<file path="src/fetch_pkg.sv">
package fetch_pkg;

  // Address and instruction width
  localparam int XLEN    = 32;
  localparam int ORDER_W = 32;

  // Branch era carried on the bus tag lines
  localparam int ERA_W = 4;

  localparam int DEPTH_DEFAULT       = 8;
  localparam int BTB_ENTRIES_DEFAULT = 16;

  // Major opcodes recognised by the pre-decode
  localparam logic [6:0] OPC_BRANCH = 7'b1100011;
  localparam logic [6:0] OPC_JAL    = 7'b1101111;
  localparam logic [6:0] OPC_JALR   = 7'b1100111;
  localparam logic [6:0] OPC_LOAD   = 7'b0000011;
  localparam logic [6:0] OPC_STORE  = 7'b0100011;

  typedef enum logic [2:0] {
    CLS_OTHER  = 3'd0,
    CLS_BRANCH = 3'd1,
    CLS_JAL    = 3'd2,
    CLS_JALR   = 3'd3,
    CLS_LOAD   = 3'd4,
    CLS_STORE  = 3'd5
  } opcode_class_e;

endpackage

</file>
<file path="src/fetch_req_if.sv">
`timescale 1ns/1ps

interface fetch_req_if;

  // Metadata write, one per accepted bus request
  logic                          wr;
  logic [fetch_pkg::XLEN-1:0]    pc;
  logic [fetch_pkg::ORDER_W-1:0] order;
  logic                          pred_taken;
  logic [fetch_pkg::XLEN-1:0]    pred_next;

  // Instruction word from an era-matching bus response
  logic                          dwr;
  logic [fetch_pkg::XLEN-1:0]    ddata;

  logic                          flush;
  logic                          full;

  modport seq (
    output wr, pc, order, pred_taken, pred_next, dwr, ddata, flush,
    input  full
  );

  modport queue (
    input  wr, pc, order, pred_taken, pred_next, dwr, ddata, flush,
    output full
  );

endinterface

</file>
<file path="src/fetch_issue_if.sv">
`timescale 1ns/1ps

interface fetch_issue_if;

  // Head entry, valid while ready is high
  logic                          ready;
  logic [fetch_pkg::XLEN-1:0]    pc;
  logic [fetch_pkg::ORDER_W-1:0] order;
  logic                          pred_taken;
  logic [fetch_pkg::XLEN-1:0]    pred_next;
  logic [fetch_pkg::XLEN-1:0]    data;

  // Advances the head at the clock edge
  logic                          pop;

  modport queue (
    output ready, pc, order, pred_taken, pred_next, data,
    input  pop
  );

  modport issue (
    input  ready, pc, order, pred_taken, pred_next, data,
    output pop
  );

endinterface

</file>
<file path="src/fetch_btb.sv">
`timescale 1ns/1ps

module fetch_btb #(
  parameter int BTB_ENTRIES = fetch_pkg::BTB_ENTRIES_DEFAULT
) (
  input  logic                       clk_i,
  input  logic                       rst_i,
  input  logic [fetch_pkg::XLEN-1:0] lookup_pc_i,
  input  logic                       upd_i,
  input  logic [fetch_pkg::XLEN-1:0] upd_pc_i,
  input  logic [fetch_pkg::XLEN-1:0] upd_target_i,
  input  logic                       upd_taken_i,
  output logic                       hit_o,
  output logic [fetch_pkg::XLEN-1:0] target_o
);

  localparam int IW = $clog2(BTB_ENTRIES);
  localparam int TW = fetch_pkg::XLEN - 2 - IW;

  logic [BTB_ENTRIES-1:0]       valid_q;
  logic [TW-1:0]                tag_mem    [BTB_ENTRIES];
  logic [fetch_pkg::XLEN-1:0]   target_mem [BTB_ENTRIES];
  logic [IW-1:0]                rd_idx;
  logic [IW-1:0]                wr_idx;

  // Word address bits select the entry, the rest form the tag
  assign rd_idx = lookup_pc_i[2 +: IW];
  assign wr_idx = upd_pc_i[2 +: IW];

  assign hit_o    = valid_q[rd_idx] && (tag_mem[rd_idx] == lookup_pc_i[fetch_pkg::XLEN-1 -: TW]);
  assign target_o = target_mem[rd_idx];

  always_ff @(posedge clk_i)
  begin
    if (rst_i)
    begin
      valid_q <= '0;
    end
    else if (upd_i)
    begin
      // A not-taken miss invalidates the entry
      valid_q[wr_idx] <= upd_taken_i;
    end
  end

  always_ff @(posedge clk_i)
  begin
    if (upd_i)
    begin
      tag_mem[wr_idx]    <= upd_pc_i[fetch_pkg::XLEN-1 -: TW];
      target_mem[wr_idx] <= upd_target_i;
    end
  end

endmodule

</file>
<file path="src/fetch_sequencer.sv">
`timescale 1ns/1ps

module fetch_sequencer (
  input  logic                          clk_i,
  input  logic                          rst_i,

  // Redirect from execute
  input  logic                          br_miss_i,
  input  logic [fetch_pkg::XLEN-1:0]    miss_pc_i,
  input  logic [fetch_pkg::ORDER_W-1:0] miss_order_i,

  // Instruction bus
  input  logic                          bus_stall_i,
  input  logic                          bus_ack_i,
  input  logic [fetch_pkg::ERA_W-1:0]   bus_tgc_i,
  input  logic [fetch_pkg::XLEN-1:0]    bus_data_i,
  output logic [fetch_pkg::XLEN-1:0]    bus_adr_o,
  output logic                          bus_stb_o,
  output logic [fetch_pkg::ERA_W-1:0]   bus_tgc_o,

  // BTB lookup
  output logic [fetch_pkg::XLEN-1:0]    fetch_pc_o,
  input  logic                          pred_hit_i,
  input  logic [fetch_pkg::XLEN-1:0]    pred_target_i,

  fetch_req_if.seq                      req
);

  logic [fetch_pkg::XLEN-1:0]    pc_q;
  logic [fetch_pkg::ORDER_W-1:0] order_q;
  logic [fetch_pkg::ERA_W-1:0]   era_q;
  logic [fetch_pkg::XLEN-1:0]    pred_next;
  logic                          accept;

  assign pred_next = pred_hit_i ? pred_target_i : pc_q + fetch_pkg::XLEN'(4);

  // Request whenever the queue has a free slot
  assign bus_stb_o = ~req.full & ~rst_i;
  assign accept    = bus_stb_o & ~bus_stall_i;

  assign bus_adr_o  = pc_q;
  assign bus_tgc_o  = era_q;
  assign fetch_pc_o = pc_q;

  // Metadata goes into the queue at the accepting edge
  assign req.wr         = accept;
  assign req.pc         = pc_q;
  assign req.order      = order_q;
  assign req.pred_taken = pred_hit_i;
  assign req.pred_next  = pred_next;

  // Responses tagged with an older era belong to a squashed path
  assign req.dwr   = bus_ack_i & (bus_tgc_i == era_q);
  assign req.ddata = bus_data_i;

  assign req.flush = br_miss_i;

  always_ff @(posedge clk_i)
  begin
    if (rst_i)
    begin
      pc_q    <= '0;
      order_q <= '0;
      era_q   <= '0;
    end
    else if (br_miss_i)
    begin
      // A request accepted at this edge is dropped with the flush
      pc_q    <= miss_pc_i;
      order_q <= miss_order_i;
      era_q   <= era_q + 1'b1;
    end
    else if (accept)
    begin
      pc_q    <= pred_next;
      order_q <= order_q + 1'b1;
    end
  end

endmodule

</file>
<file path="src/fetch_queue.sv">
`timescale 1ns/1ps

module fetch_queue #(
  parameter int DEPTH = fetch_pkg::DEPTH_DEFAULT
) (
  input  logic          clk_i,
  input  logic          rst_i,
  fetch_req_if.queue    req,
  fetch_issue_if.queue  head
);

  localparam int AW = (DEPTH > 1) ? $clog2(DEPTH) : 1;
  localparam int CW = $clog2(DEPTH + 1);

  logic [fetch_pkg::XLEN-1:0]    pc_mem    [DEPTH];
  logic [fetch_pkg::ORDER_W-1:0] order_mem [DEPTH];
  logic                          taken_mem [DEPTH];
  logic [fetch_pkg::XLEN-1:0]    pnext_mem [DEPTH];
  logic [fetch_pkg::XLEN-1:0]    data_mem  [DEPTH];

  logic [AW-1:0] wr_ptr;
  logic [AW-1:0] dwr_ptr;
  logic [AW-1:0] rd_ptr;

  // Entries holding metadata, and entries holding metadata and data
  logic [CW-1:0] count;
  logic [CW-1:0] dcount;

  function automatic logic [AW-1:0] next_ptr(input logic [AW-1:0] ptr);
    if (ptr == AW'(DEPTH - 1))
    begin
      return '0;
    end
    return ptr + 1'b1;
  endfunction

  assign req.full   = (count == CW'(DEPTH));
  assign head.ready = (dcount != '0);

  // First-word fall-through head
  assign head.pc         = pc_mem[rd_ptr];
  assign head.order      = order_mem[rd_ptr];
  assign head.pred_taken = taken_mem[rd_ptr];
  assign head.pred_next  = pnext_mem[rd_ptr];
  assign head.data       = data_mem[rd_ptr];

  always_ff @(posedge clk_i)
  begin
    if (rst_i || req.flush)
    begin
      wr_ptr  <= '0;
      dwr_ptr <= '0;
      rd_ptr  <= '0;
      count   <= '0;
      dcount  <= '0;
    end
    else
    begin
      if (req.wr)
        wr_ptr <= next_ptr(wr_ptr);
      if (req.dwr)
        dwr_ptr <= next_ptr(dwr_ptr);
      if (head.pop)
        rd_ptr <= next_ptr(rd_ptr);
      count  <= count + CW'(req.wr) - CW'(head.pop);
      dcount <= dcount + CW'(req.dwr) - CW'(head.pop);
    end
  end

  always_ff @(posedge clk_i)
  begin
    if (req.wr)
    begin
      pc_mem[wr_ptr]    <= req.pc;
      order_mem[wr_ptr] <= req.order;
      taken_mem[wr_ptr] <= req.pred_taken;
      pnext_mem[wr_ptr] <= req.pred_next;
    end
    if (req.dwr)
      data_mem[dwr_ptr] <= req.ddata;
  end

endmodule

</file>
<file path="src/fetch_issue.sv">
`timescale 1ns/1ps

module fetch_issue (
  input  logic                          clk_i,
  input  logic                          rst_i,
  input  logic                          freeze_i,
  input  logic                          br_miss_i,

  fetch_issue_if.issue                  head,

  output logic                          vld_o,
  output logic [fetch_pkg::XLEN-1:0]    inst_o,
  output logic [fetch_pkg::XLEN-1:0]    pc_o,
  output logic [fetch_pkg::ORDER_W-1:0] order_o,
  output logic                          br_taken_o,
  output logic [fetch_pkg::XLEN-1:0]    pred_next_o,
  output fetch_pkg::opcode_class_e      class_o
);

  // Pre-decode on the major opcode
  function automatic fetch_pkg::opcode_class_e classify(input logic [6:0] opc);
    case (opc)
      fetch_pkg::OPC_BRANCH: return fetch_pkg::CLS_BRANCH;
      fetch_pkg::OPC_JAL:    return fetch_pkg::CLS_JAL;
      fetch_pkg::OPC_JALR:   return fetch_pkg::CLS_JALR;
      fetch_pkg::OPC_LOAD:   return fetch_pkg::CLS_LOAD;
      fetch_pkg::OPC_STORE:  return fetch_pkg::CLS_STORE;
      default:               return fetch_pkg::CLS_OTHER;
    endcase
  endfunction

  assign head.pop = head.ready & ~freeze_i & ~br_miss_i;

  always_ff @(posedge clk_i)
  begin
    if (rst_i)
    begin
      vld_o <= 1'b0;
    end
    else if (br_miss_i)
    begin
      vld_o <= 1'b0;
    end
    else if (!freeze_i)
    begin
      vld_o <= head.pop;
    end
  end

  // Payload only moves on a pop, so freeze and miss leave it alone
  always_ff @(posedge clk_i)
  begin
    if (head.pop)
    begin
      inst_o      <= head.data;
      pc_o        <= head.pc;
      order_o     <= head.order;
      br_taken_o  <= head.pred_taken;
      pred_next_o <= head.pred_next;
      class_o     <= classify(head.data[6:0]);
    end
  end

endmodule

</file>
<file path="src/fetch_unit.sv">
`timescale 1ns/1ps

module fetch_unit #(
  parameter int DEPTH       = fetch_pkg::DEPTH_DEFAULT,
  parameter int BTB_ENTRIES = fetch_pkg::BTB_ENTRIES_DEFAULT
) (
  input  logic                          clk,
  input  logic                          rst,

  input  logic                          exu_br_miss_i,
  input  logic [fetch_pkg::XLEN-1:0]    exu_br_pc_i,
  input  logic                          exu_br_taken_i,
  input  logic [fetch_pkg::XLEN-1:0]    exu_pc_next_i,
  input  logic [fetch_pkg::ORDER_W-1:0] exu_order_next_i,
  input  logic                          exu_freeze_i,

  output logic [fetch_pkg::XLEN-1:0]    bus_adr_o,
  output logic                          bus_stb_o,
  output logic [fetch_pkg::ERA_W-1:0]   bus_tgc_o,
  input  logic                          bus_stall_i,
  input  logic                          bus_ack_i,
  input  logic [fetch_pkg::XLEN-1:0]    bus_data_i,
  input  logic [fetch_pkg::ERA_W-1:0]   bus_tgc_i,

  output logic                          ifu_vld_o,
  output logic [fetch_pkg::XLEN-1:0]    ifu_inst_o,
  output logic [fetch_pkg::XLEN-1:0]    ifu_pc_o,
  output logic [fetch_pkg::ORDER_W-1:0] ifu_order_o,
  output logic                          ifu_br_taken_o,
  output logic [fetch_pkg::XLEN-1:0]    ifu_pred_next_o,
  output fetch_pkg::opcode_class_e      ifu_class_o
);

  logic [fetch_pkg::XLEN-1:0] fetch_pc;
  logic                       pred_hit;
  logic [fetch_pkg::XLEN-1:0] pred_target;

  fetch_req_if   req_if ();
  fetch_issue_if head_if ();

  fetch_btb #(
    .BTB_ENTRIES (BTB_ENTRIES)
  ) fetch_btb_i (
    .clk_i        (clk),
    .rst_i        (rst),
    .lookup_pc_i  (fetch_pc),
    .upd_i        (exu_br_miss_i),
    .upd_pc_i     (exu_br_pc_i),
    .upd_target_i (exu_pc_next_i),
    .upd_taken_i  (exu_br_taken_i),
    .hit_o        (pred_hit),
    .target_o     (pred_target)
  );

  fetch_sequencer fetch_sequencer_i (
    .clk_i         (clk),
    .rst_i         (rst),
    .br_miss_i     (exu_br_miss_i),
    .miss_pc_i     (exu_pc_next_i),
    .miss_order_i  (exu_order_next_i),
    .bus_stall_i   (bus_stall_i),
    .bus_ack_i     (bus_ack_i),
    .bus_tgc_i     (bus_tgc_i),
    .bus_data_i    (bus_data_i),
    .bus_adr_o     (bus_adr_o),
    .bus_stb_o     (bus_stb_o),
    .bus_tgc_o     (bus_tgc_o),
    .fetch_pc_o    (fetch_pc),
    .pred_hit_i    (pred_hit),
    .pred_target_i (pred_target),
    .req           (req_if.seq)
  );

  fetch_queue #(
    .DEPTH (DEPTH)
  ) fetch_queue_i (
    .clk_i (clk),
    .rst_i (rst),
    .req   (req_if.queue),
    .head  (head_if.queue)
  );

  fetch_issue fetch_issue_i (
    .clk_i       (clk),
    .rst_i       (rst),
    .freeze_i    (exu_freeze_i),
    .br_miss_i   (exu_br_miss_i),
    .head        (head_if.issue),
    .vld_o       (ifu_vld_o),
    .inst_o      (ifu_inst_o),
    .pc_o        (ifu_pc_o),
    .order_o     (ifu_order_o),
    .br_taken_o  (ifu_br_taken_o),
    .pred_next_o (ifu_pred_next_o),
    .class_o     (ifu_class_o)
  );

endmodule

</file>
<file path="config.mk">
export PLATFORM = sky130hd
export DESIGN_NAME = fetch_unit
export DESIGN_NICKNAME = d
export VERILOG_FILES = /design/src/fetch_pkg.sv /design/src/fetch_req_if.sv /design/src/fetch_issue_if.sv /design/src/fetch_btb.sv /design/src/fetch_sequencer.sv /design/src/fetch_queue.sv /design/src/fetch_issue.sv /design/src/fetch_unit.sv
export SDC_FILE = /design/constraint.sdc
export NUM_CORES = 2
export LEC_CHECK = 0
export ABC_CLOCK_PERIOD_IN_PS = 33700
export BUFFER_PORTS_ARGS = -buffer_cell sky130_fd_sc_hd__buf_2
export CAP_MARGIN = 5
export CORE_AREA = 2 2 396 437
export DETAILED_ROUTE_END_ITERATION = 16
export DIE_AREA = 0 0 398 439
export PLACE_DENSITY_LB_ADDON = 0.05
export SYNTH_ARGS = -nofsm -noshare
export SYNTH_HDL_FRONTEND = slang
export SYNTH_HIERARCHICAL = 1
export SYNTH_SLANG_ARGS = --single-unit
</file>
<file path="constraint.sdc">
create_clock -name clk -period 33.7 [get_ports clk]
set_clock_uncertainty 0.1 [all_clocks]
set_input_delay 6.74 -clock clk [delete_from_list [all_inputs] [get_ports clk]]
set_output_delay 6.74 -clock clk [all_outputs]
set_load 0.05 [all_outputs]
</file>
==> summary.txt <==
Initial antenna violation count -> 24
CTS clk-pin slew, worst paths -> 0.06 ns
Die Y-Extent -> 439 um
TNS Setup -> 0 ns
Final ANT Viol Nets -> 0
GPL Wtd Cong -> 0.785
R2R setup slack -> 26.15 ns
P_leak -> 0.0308 uW
Arr. time, crit path -> 7.57 ns
Syn Inst Count -> 4096
Clock buffers created by TritonCTS -> 213
Initial Utilization -> 50.7%
Overflow after GRT -> 0
Worst R2R Path Depth -> 13
H-tree Lvls -> 4
Final worst path period need -> 14.41 ns
Crit path max fanout -> 10
Rows -> 159
Final hold viol count -> 0
Area grow syn2layout -> 12.1%
Hold path cells -> 2
Reg2reg start -> fetch_sequencer_i/bus_adr_o[4]
Core footprint -> 0.170 mm2
Maximum vdd ir drop -> 0.0497 mV
Share of cells above drive strength 1 -> 28.4%
Slew margin rel. -> 10.8%
Die area -> 0.175 mm2
DR pass1 iterations -> 5
Hold Startpoint -> fetch_btb_i/valid_q[15]
Hold Buf Count CTS -> 0
Hold_ws -> 0.377 ns
Vias in the first global route -> 41700
Final Cycle Share -> 42.8%
Fin. max-slew vios -> 0
Hold Path End -> fetch_btb_i/valid_q[15]
Util after Layout -> 56.8%
Data required time of the worst path -> 26.86 ns
IO Count -> 309
Pwr Density -> 57.8 mW/mm2
Wire per inst -> 30.4 um
Dpl hpwl -> 118000 um
First-pass GRT wire length -> 301000 um
Initial DRC Count -> 3425
Post-CTS Setup Repair Bufs -> 0
Setup violators final -> 0
Setup crit start kind -> primary input
Vias -> 41200
RSZ-0062 raised after global routing -> no
Clock root buffer -> clkbuf_16
Worst-margin pin slew -> 1.32 ns
Ys Warns -> 6
Max-cap violations -> 0
Syn avg cell area -> 21.1 um2
GRT Total Usage -> 24.1%
Hold Path Class -> reg2reg
Syn nets -> 4256
DIE WIDTH -> 398 um
CTS tree -> yes
Maximum number of pins on one net before global-route repair -> 86
Post-CTS Resized -> 0
DRC viols -> 0
Crit Path Class -> in2out
Fmax -> 0.0694 GHz
I/O Buffers -> 306
Clock Latency Late Sink -> 0.85 ns
Post-layout net count -> 4608
CTS Sinks -> 2197
Synth Cell Area -> 0.0863 mm2
Capturing point of the worst reg2reg path -> fetch_queue_i/pnext_mem[6][26]
Element type at the critical path end -> output pin
Drt via density -> 5.97
Routed wire length -> 210000 um
Status -> finished clean
Clock buffer depth -> 3
sequential cells by signal, summed over array words and instances, names as in the netlist, 8 cells and up, named ones only:
register and flops:
fetch_queue_i/data_mem 256, fetch_queue_i/pc_mem 256, fetch_issue_i/pred_next_o 32, fetch_btb_i/valid_q 16
fetch_btb_i/target_mem 512, fetch_queue_i/order_mem 256, fetch_sequencer_i/req.order 32, fetch_issue_i/pc_o 32
fetch_sequencer_i/bus_adr_o 32, fetch_issue_i/inst_o 32, fetch_issue_i/order_o 32, fetch_queue_i/pnext_mem 256
fetch_btb_i/tag_mem 416, fetch_queue_i/taken_mem 8
worst max-delay path by stage:
stage | start | to | slack, ns | depth (start not counted)
4_1_cts | rst | bus_stb_o | 19.23 | 3
3_5_place_dp | rst | bus_stb_o | 19.23 | 3
2_1_floorplan | rst | fetch_queue_i/order_mem[0][0] | 18.47 | 7
3_3_place_gp | rst | bus_stb_o | 19.23 | 3
5_1_grt | rst | bus_stb_o | 19.25 | 3
6_report | rst | bus_stb_o | 19.29 | 3
report_power, final:
part	switching [uW]	internal [uW]	leakage, uW
logic	168	96.6	0.00776
clock network	1000	1270	0.00320
registers	24.3	3030	0.0198
total	1200	4390	0.0308
critical path, cell delays in order:
cell	delay [ns]
buf_4	0.19
nor2_1	0.28
buf_2	0.33
cell type report:
cell class | instances | area (um2)
fillers | 12800 | 73400
diodes | 7 | 17.5
flip-flops and latches | 2197 | 64900
inverters | 68 | 255
clock inverters | 111 | 923
multi-input cells | 1540 | 19500
clock buffers | 292 | 5680
repair buffers | 428 | 2480
well taps | 2254 | 2820
metal layers:
metal / global-route usage, % / wire length, um
met3: 3.78 / 11200
met1: 32.9 / 86900
met2: 40.4 / 106000
met5: 0 / 165
met4: 6.89 / 5750
stage by stage:
step	instance area [um2]	setup slack (ns)	total power [uW]	std cells
after floorplan	86300	18.47	3280	4096
after global placement	90000	19.23	3380	6486
after detailed placement	90000	19.23	3380	6486
after CTS	96600	19.23	5640	6889
after global routing	96700	19.25	5760	6892
final	96700	19.29	5590	6897
layout by cell type, fill, tap and decap left out, types with 29 or more instances in the layout:
master	n
clkbuf_16	214
buf_4	120
clkinv_1	52
clkinv_2	29
mux4_2	408
mux2i_1	70
a21oi_1	88
buf_2	304
edfxtp_1	2092
o21ai_0	49
mux4_1	106
mux2_2	152
nor2_1	78
nand2_1	114
inv_1	67
nand4_1	29
xnor2_1	51
clkbuf_1	75
nand3_1	33
dfxtp_1	98
xor2_1	35
Note: power is estimated with default switching activity, not from simulation.
